**config.mk**
```make
export PLATFORM = sky130hd
export DESIGN_NAME = soc_debug_domain
export DESIGN_NICKNAME = d
export VERILOG_FILES = /design/src/logic/soc_dbg_pkg.sv /design/src/logic/soc_debug_domain.sv /design/src/logic/dbg_ctrl_regs.sv /design/src/logic/dbg_event_rx.sv /design/src/logic/apb_per_bridge.sv
export SDC_FILE = /design/constraint.sdc
export NUM_CORES = 1
export LEC_CHECK = 0
export ABC_AREA = 1
export ABC_CLOCK_PERIOD_IN_PS = 8600
export BUFFER_PORTS_ARGS = -buffer_cell sky130_fd_sc_hd__buf_2
export CORE_UTILIZATION = 55
export DETAILED_ROUTE_END_ITERATION = 8
export PLACE_DENSITY = 0.82
export SETUP_SLACK_MARGIN = 0.3
export SLEW_MARGIN = 20
export SYNTH_ARGS = -nofsm -noshare
export SYNTH_HDL_FRONTEND = slang
export SYNTH_SLANG_ARGS = --single-unit
```
**constraint.sdc**
```tcl
create_clock -name s_soc_clk -period 8.6 [get_ports s_soc_clk]
set_clock_uncertainty 0.2 [all_clocks]
set_input_delay 0.43 -clock s_soc_clk [delete_from_list [all_inputs] [get_ports s_soc_clk]]
set_output_delay 0.43 -clock s_soc_clk [all_outputs]
set_load 0.02 [all_outputs]
```
**src/logic/soc_dbg_pkg.sv**
```systemverilog
/*
  SoC debug domain shared definitions
  widths, debug register map, bus structs and the bridge FSM states
*/
package soc_dbg_pkg;

  // bus widths
  localparam int WORD_W    = 32;
  localparam int ADDR_W    = 32;
  localparam int BE_W      = 4;
  localparam int N_EVT     = 3;
  localparam int REG_OFF_W = 5;
  localparam int DMCTRL_W  = 3;

  // event channel positions in evt_vec_t
  localparam int EVT_PF  = 0;
  localparam int EVT_DMA = 1;
  localparam int EVT_IRQ = 2;

  // dmcontrol bit positions
  localparam int DMC_DMACTIVE = 0;
  localparam int DMC_NDMRESET = 1;
  localparam int DMC_HALTREQ  = 2;

  typedef logic [WORD_W-1:0]    word_t;
  typedef logic [ADDR_W-1:0]    addr_t;
  typedef logic [BE_W-1:0]      be_t;
  typedef logic [N_EVT-1:0]     evt_vec_t;
  typedef logic [REG_OFF_W-1:0] reg_off_t;

  // register map in byte offsets
  localparam reg_off_t REG_DMCONTROL   = 5'h00;
  localparam reg_off_t REG_EVT_PENDING = 5'h04;
  localparam reg_off_t REG_SCRATCH0    = 5'h08;
  localparam reg_off_t REG_SCRATCH1    = 5'h0C;

  typedef struct packed {
    addr_t paddr;
    logic  psel;
    logic  penable;
    logic  pwrite;
    word_t pwdata;
  } apb_req_t;

  typedef struct packed {
    logic  req;
    logic  we;
    addr_t addr;
    word_t wdata;
    be_t   be;
  } per_req_t;

  typedef struct packed {
    logic  r_valid;
    word_t rdata;
  } per_rsp_t;

  typedef enum logic {
    BR_IDLE,
    BR_WAIT
  } bridge_state_e;

endpackage
```
**src/logic/soc_debug_domain.sv**
```systemverilog
/*
  SoC debug domain top level
  APB bridge, three event receivers and the debug register block
*/
`timescale 1ns/1ps

module soc_debug_domain (
  input  logic                  s_soc_clk,
  input  logic                  s_soc_rstn,
  input  soc_dbg_pkg::apb_req_t apb_req_i,
  output soc_dbg_pkg::word_t    apb_prdata_o,
  output logic                  apb_pready_o,
  input  logic                  pf_evt_valid_i,
  input  logic                  dma_pe_evt_valid_i,
  input  logic                  dma_pe_irq_valid_i,
  output logic                  pf_evt_ack_o,
  output logic                  dma_pe_evt_ack_o,
  output logic                  dma_pe_irq_ack_o,
  output logic                  dmactive_o,
  output logic                  ndmreset_o,
  output logic                  debug_req_o,
  output logic                  evt_irq_o
);
  import soc_dbg_pkg::*;

  per_req_t per_req;
  per_rsp_t per_rsp;
  evt_vec_t evt_pulse;

  //******************************
  // APB side
  //******************************
  apb_per_bridge u_bridge (
    .s_soc_clk    (s_soc_clk),
    .s_soc_rstn   (s_soc_rstn),
    .apb_req_i    (apb_req_i),
    .per_req_o    (per_req),
    .per_rsp_i    (per_rsp),
    .apb_prdata_o (apb_prdata_o),
    .apb_pready_o (apb_pready_o)
  );

  //******************************
  // event receivers
  //******************************
  dbg_event_rx u_evt_pf (
    .s_soc_clk  (s_soc_clk),
    .s_soc_rstn (s_soc_rstn),
    .valid_i    (pf_evt_valid_i),
    .ack_o      (pf_evt_ack_o),
    .pulse_o    (evt_pulse[EVT_PF])
  );

  dbg_event_rx u_evt_dma (
    .s_soc_clk  (s_soc_clk),
    .s_soc_rstn (s_soc_rstn),
    .valid_i    (dma_pe_evt_valid_i),
    .ack_o      (dma_pe_evt_ack_o),
    .pulse_o    (evt_pulse[EVT_DMA])
  );

  dbg_event_rx u_evt_irq (
    .s_soc_clk  (s_soc_clk),
    .s_soc_rstn (s_soc_rstn),
    .valid_i    (dma_pe_irq_valid_i),
    .ack_o      (dma_pe_irq_ack_o),
    .pulse_o    (evt_pulse[EVT_IRQ])
  );

  // debug registers
  dbg_ctrl_regs u_regs (
    .s_soc_clk   (s_soc_clk),
    .s_soc_rstn  (s_soc_rstn),
    .per_req_i   (per_req),
    .per_rsp_o   (per_rsp),
    .evt_pulse_i (evt_pulse),
    .dmactive_o  (dmactive_o),
    .ndmreset_o  (ndmreset_o),
    .debug_req_o (debug_req_o),
    .evt_irq_o   (evt_irq_o)
  );

endmodule

```
**src/logic/dbg_ctrl_regs.sv**
```systemverilog
/*
  Debug control register block
  dmcontrol, latched event pending bits and two scratch words
  with read data returned one cycle after each request
*/
`timescale 1ns/1ps

module dbg_ctrl_regs (
  input  logic                  s_soc_clk,
  input  logic                  s_soc_rstn,
  input  soc_dbg_pkg::per_req_t per_req_i,
  output soc_dbg_pkg::per_rsp_t per_rsp_o,
  input  soc_dbg_pkg::evt_vec_t evt_pulse_i,
  output logic                  dmactive_o,
  output logic                  ndmreset_o,
  output logic                  debug_req_o,
  output logic                  evt_irq_o
);
  import soc_dbg_pkg::*;

  logic [DMCTRL_W-1:0] dmctrl_q;
  evt_vec_t            pending_q;
  evt_vec_t            pending_d;
  evt_vec_t            pending_clr;
  word_t               scratch0_q;
  word_t               scratch1_q;
  word_t               rdata_d;
  word_t               rdata_q;
  logic                r_valid_q;
  logic                irq_q;
  logic                wr_en;
  reg_off_t            offset;

  // byte-wise merge of write data into an old word
  function automatic word_t merge_be(input word_t old_w, input word_t new_w, input be_t be);
    word_t res;
    res = old_w;
    for (int i = 0; i < BE_W; i++) begin
      if (be[i]) begin
        res[i*8 +: 8] = new_w[i*8 +: 8];
      end
    end
    return res;
  endfunction

  assign offset = per_req_i.addr[REG_OFF_W-1:0];
  assign wr_en  = per_req_i.req & per_req_i.we;

  //******************************
  // read mux on pre-write values
  //******************************
  always_comb begin
    case (offset)
      REG_DMCONTROL:   rdata_d = word_t'(dmctrl_q);
      REG_EVT_PENDING: rdata_d = word_t'(pending_q);
      REG_SCRATCH0:    rdata_d = scratch0_q;
      REG_SCRATCH1:    rdata_d = scratch1_q;
      default:         rdata_d = '0;
    endcase
  end

  // write-1-clear where a same-cycle event wins
  assign pending_clr = (wr_en && offset == REG_EVT_PENDING && per_req_i.be[0]) ?
                       per_req_i.wdata[N_EVT-1:0] : '0;
  assign pending_d   = (pending_q & ~pending_clr) | evt_pulse_i;

  //******************************
  // control state
  //******************************
  always_ff @(posedge s_soc_clk or negedge s_soc_rstn) begin
    if (!s_soc_rstn) begin
      dmctrl_q  <= '0;
      pending_q <= '0;
      irq_q     <= 1'b0;
      r_valid_q <= 1'b0;
    end else begin
      r_valid_q <= per_req_i.req;
      pending_q <= pending_d;
      irq_q     <= |pending_d;
      if (wr_en && offset == REG_DMCONTROL && per_req_i.be[0]) begin
        dmctrl_q <= per_req_i.wdata[DMCTRL_W-1:0];
      end
    end
  end

  // scratch words and read data
  always_ff @(posedge s_soc_clk) begin
    if (wr_en && offset == REG_SCRATCH0) begin
      scratch0_q <= merge_be(scratch0_q, per_req_i.wdata, per_req_i.be);
    end
    if (wr_en && offset == REG_SCRATCH1) begin
      scratch1_q <= merge_be(scratch1_q, per_req_i.wdata, per_req_i.be);
    end
    if (per_req_i.req) begin
      rdata_q <= rdata_d;
    end
  end

  assign per_rsp_o = '{r_valid: r_valid_q, rdata: rdata_q};

  assign dmactive_o  = dmctrl_q[DMC_DMACTIVE];
  assign ndmreset_o  = dmctrl_q[DMC_NDMRESET];
  assign debug_req_o = dmctrl_q[DMC_HALTREQ];
  assign evt_irq_o   = irq_q;

endmodule

```
**src/logic/dbg_event_rx.sv**
```systemverilog
/*
  Event synchronizer, receive side
  two-flop sync of a toggling valid level, level returned as ack,
  one pulse per level change
*/
`timescale 1ns/1ps

module dbg_event_rx (
  input  logic s_soc_clk,
  input  logic s_soc_rstn,
  input  logic valid_i,
  output logic ack_o,
  output logic pulse_o
);

  logic [1:0] sync_q;
  logic       level_q;

  //******************************
  // synchronizer and edge detect
  //******************************
  always_ff @(posedge s_soc_clk or negedge s_soc_rstn) begin
    if (!s_soc_rstn) begin
      sync_q  <= 2'b00;
      level_q <= 1'b0;
    end else begin
      sync_q  <= {sync_q[0], valid_i};
      level_q <= sync_q[1];
    end
  end

  // sender may toggle again once ack matches its valid
  assign ack_o = sync_q[1];

  // both edges count as an event
  assign pulse_o = sync_q[1] ^ level_q;

endmodule

```
**src/logic/apb_per_bridge.sv**
```systemverilog
/*
  APB to peripheral bridge
  turns each APB access phase into a single-cycle request and
  hands the registered response back as pready and prdata
*/
`timescale 1ns/1ps

module apb_per_bridge (
  input  logic                  s_soc_clk,
  input  logic                  s_soc_rstn,
  input  soc_dbg_pkg::apb_req_t apb_req_i,
  output soc_dbg_pkg::per_req_t per_req_o,
  input  soc_dbg_pkg::per_rsp_t per_rsp_i,
  output soc_dbg_pkg::word_t    apb_prdata_o,
  output logic                  apb_pready_o
);
  import soc_dbg_pkg::*;

  bridge_state_e state_q;
  bridge_state_e state_d;
  logic          access_phase;
  logic          req_pulse;

  assign access_phase = apb_req_i.psel & apb_req_i.penable;

  //******************************
  // bridge FSM
  //******************************
  always_comb begin
    state_d   = state_q;
    req_pulse = 1'b0;
    case (state_q)
      BR_IDLE: begin
        // request is granted in the cycle it is raised
        if (access_phase) begin
          req_pulse = 1'b1;
          state_d   = BR_WAIT;
        end
      end
      BR_WAIT: begin
        if (per_rsp_i.r_valid) begin
          state_d = BR_IDLE;
        end
      end
      default: state_d = BR_IDLE;
    endcase
  end

  always_ff @(posedge s_soc_clk or negedge s_soc_rstn) begin
    if (!s_soc_rstn) begin
      state_q <= BR_IDLE;
    end else begin
      state_q <= state_d;
    end
  end

  // no strobes on this APB, so full word enables
  assign per_req_o = '{
    req:   req_pulse,
    we:    apb_req_i.pwrite,
    addr:  apb_req_i.paddr,
    wdata: apb_req_i.pwdata,
    be:    {BE_W{1'b1}}
  };

  assign apb_pready_o = (state_q == BR_WAIT) & per_rsp_i.r_valid;
  assign apb_prdata_o = apb_pready_o ? per_rsp_i.rdata : '0;

endmodule

```
* Word level (Yosys, flattened, before mapping) *
Index checks and enable logic that the tools add are counted.

word-level totals
  register bits = 114
  input bits = 72
  word-level logic and storage cells = 40

cells by class
  equal/unequal tests = 3
  mux-type cells = 7
  bitwise operators = 10
  reduce and logical (&&, ||, !) cells = 6

operator list
  cell                                                              count
  32-bit case mux with 4 select lines                               1
  32-bit two-way mux                                                1
  5-bit by 4-bit == test with 1-bit output (second input constant)  2
  5-bit by 3-bit == test with 1-bit output (second input constant)  1
  5-bit zero test                                                   1
  1-bit logical AND                                                 4
  1-bit AND                                                         3
  3-bit AND                                                         1
  1-bit two-way mux                                                 3
  3-bit two-way mux                                                 1
  3-bit NOT                                                         1
  3-bit OR                                                          1
  3-bit OR reduction                                                1
  1-bit bitwise XOR                                                 3
  1-bit case mux with 2 select lines                                1
  1-bit NOT                                                         1

* Depth between registers and ports, before layout *
  depth after elaboration = 10
  mapped depth = 6
  depth with buffers taken out = 6

* By module *
A second synthesis with hierarchy kept.

unflattened totals
  cell total of the unflattened synthesis = 378
  area, all modules = 4,942.2 um^2

modules (own cells, without submodules)
  module          instances  cells an instance  area each (um^2)  sequential area each (um^2)
  dbg_ctrl_regs   1          207                3,726.1           3,083.0
  apb_per_bridge  1          147                934.6             25.0
  dbg_event_rx    3          8                  93.8              75.1

* Worst setup path after synthesis *
No wires, ideal clock.

  path kind = input to register
  start point = in apb_req_i[36] (netlist bit)
  end point = reg u_regs.scratch1_q[0], enable pin
  setup time = 0.421 ns
  arrival = 2.276 ns
  data required time = 7.979 ns
  path slack = 5.703 ns
  cell stages on the path = 4
  path through = nor2_4 nand3_2 buf_2 nor2_1

on the way
  word-level cells in the longest chain between the ends = 2

ends and longest elaborated chain
  what                                      line                    RTL
  start, declared                           soc_debug_domain.sv:10  input soc_dbg_pkg::apb_req_t apb_req_i,
  5-bit by 4-bit == test with 1-bit output  dbg_ctrl_regs.sv:91     if (wr_en && offset == REG_SCRATCH1) begin
  1-bit logical AND                         dbg_ctrl_regs.sv:91
  end signal, assigned                      dbg_ctrl_regs.sv:92     scratch1_q <= merge_be(scratch1_q, per_req_i.wdata, per_req_i.be);
  end, declared                             dbg_ctrl_regs.sv:26     word_t scratch1_q;

No other way between the ends.
A chain may end at the register's enable or synchronous reset.

* Final worst setup path *
  start point = in apb_req_i[36] (netlist bit)
  end point = reg u_regs.scratch1_q[16], enable pin

The elaborated chain is that of the path after synthesis.

==> metrics.cfg <==
[routing]
wire_per_inst_um = 14.3
wl_met1_um = 3330
wl_met3_um = 498
top_layer = met4
post-route-drc-count = 0
viasPerCell = 4.90
drtPass1Iterations = 4
drtIter0Drc = 121
dr_wl_met2_um = 4430
dr_total_vias = 2890
drtAntennaViolNets = 0
drt-total-wl_um = 8470

[power]
p_clk_frac = 0.498
switchingPower_uw = 249
power_density_nw_per_um2 = 219
cellLeakagePower_uw = 0.00255
p_int_uw = 1030
p_sw_frac = 0.195
pwr-share-comb = 0.031
pwr-share-seq = 0.471
vdd_drop_max_mv = 0.164

[sta]
slew_headroom = 0.325
timing.final.crit_share = 0.291
fmax_ghz = 0.400
period_needed_ns = 2.50
worst_slew_pin_slew_ns = 1.01
fin_setup_tns_ns = 0
rsz0062_at_grt = no
setup_viol = 0
finalMaxSlewViolations = 0
final_hold_viol_count = 0

[setup_path]
critPathLaunchType = input pin
r2r_setup_slack_ns = 6.22
crit_path_max_fanout = 33
cp.arrival_ns = 2.42
cp.required_ns = 8.52
worst-setup-path-type = in -> reg
critPathCaptureType = flip-flop

[final_layout]
final_util = 0.752
nets = 548
n_antenna_cell = 0
synthToLayoutAreaGrowth_pct = 32.9
drive_gt1_frac = 0.264

[yosys]
ys_async_sr_fraction = 0.158
syn_avg_cell_area_um2 = 12.7
yosysUniqueCellTypes = 17
syn-cell-area_um2 = 4370
synth_edf_count = 96
synth-seq-cells = 114
synth_commonest_cells = inv_1, edfxtp_1, nor2_1
synth.net_count = 416
yosysMostFrequentCell = inv_1
yosysWarnings = 0
synthFlopType = edfxtp_1
synth_top_area_share = 0.659
postSynthCellCount = 344
synth_area_leaders = edfxtp_1, dfrtp_1, inv_1
yosysTopAreaCell = edfxtp_1
seq_area_frac_synth = 0.762

[die]
dieArea_um2 = 8310
die_w_um = 91.2
die_height_um = 91.2
num_io_pins = 112
fp.coreArea_um2 = 7730
start_util = 0.566
rows = 32

[placement]
io_buffers = 84
gp_congestion = 0.803
dp_hpwl_um = 4760

[clock_network]
post_cts_buffers = 0
clock_latency_ns = 0.51
path_clk_slew_ns = 0.05
htree_num_levels = 4
clock_path_buffers = 2
cts_tree = built
root_buffer = clkbuf_8
cts_buffers = 17
cts_sinks = 114

[global_routing]
grt_pass1_wl_um = 13600
grt_pass1_vias = 3010
antenna_found_initial = 0
grt_usage = 0.223
grt_max_degree = 34
grt_overflow = 0

[status]
outcome = finished, final reports clean

[hold_path]
min_path_type = in -> reg

[run]
cap_viol_max_count = 0

-- logic make-up after synthesis --
logic type / Yosys count / synth area share
compound gates: 36 / 0.0546
simple gates: 77 / 0.0812
buf+inv: 117 / 0.102
flops: 114 / 0.762
-- worst paths after layout --
kind                                          start               endpoint  depth (start not counted)
worst max-delay path                  apb_req_i[36]  u_regs.scratch1_q[16]                          4
worst min-delay path                  apb_req_i[34]       u_regs.r_valid_q                          3
worst max register to register     u_bridge.state_q  u_regs.scratch1_q[16]                          5
worst min register to register  u_evt_dma.sync_q[0]    u_evt_dma.sync_q[1]                          0
max in group asynchronous                s_soc_rstn       u_bridge.state_q                          2
min in group asynchronous                s_soc_rstn       u_regs.evt_irq_o                          2
-- power groups by stage --
stage               clock (uW)  sequential, uW  combinational, uW
floorplan                    0             613               7.40
global placement             0             612               24.1
detailed placement           0             612               25.7
CTS                        641             601               38.5
global route               666             601               42.7
finish                     635             601               39.2
-- worst max-delay path, cell delays in order --
cell and delay [ns]:
buf_2 0.11, nor2_4 0.19, nand3_2 0.62, nor2_4 1.04
-- cells in the final DEF, fill, tap and decap left out, drive strengths merged --
cell type and instances:
inv 108, edfxtp 96, buf 86, nor2 39, dlygate4sd3 36, o22ai 29
nand2 21, clkbuf 19, dfrtp 18, nand3 11, clkinv 8, nand4 3
o2111ai 3, or2 3, a21oi 3, clkinvlp 2, bufinv 2, o21ai 1
-- per-stage QoR --
step                      total power [uW]  instance area (um2)  setup WS [ns]  hold WS, ns  std cells
after floorplan                        620                 4370           5.70      -0.0656        344
after global placement                 636                 4910           5.62        0.138        523
after detailed placement               638                 4910           5.55        0.137        523
after CTS                             1280                 5810           5.84       0.0933        590
after global routing                  1310                 5810           5.92        0.135        590
final                                 1280                 5810           6.10        0.107        590
-- routing by layer --
metal / up-vias / GRT usage
li1: 1383 / -
met1: 1364 / 0.238
met2: 115 / 0.402
met3: 28 / 0.0637
met4: 0 / 0.114
met5: - / 0
-- layout make-up --
type	instances	area, um2
multi-input combinational	113	612
clock inverter	12	118
fill	481	1910
clock buffer	19	422
inverter	108	405
tap	102	128
sequential	114	3330
timing repair buffer	122	796
-- registers in the layout, summed over array words and instances (netlist names), 2 cells and up --
register           flops
u_evt_irq.sync_q       2
u_regs.scratch0_q     32
u_regs.scratch1_q     32
u_evt_pf.sync_q        2
u_regs.pending_q       3
u_regs.rdata_q        32
u_evt_dma.sync_q       2
u_regs.dmctrl_q        3
-- timing repair --
item,in CTS,in global routing
hold buffers,36,0
endpoints found under the hold margin,86,0
gates resized for setup,0,0
(Power assumes the default switching activity.)
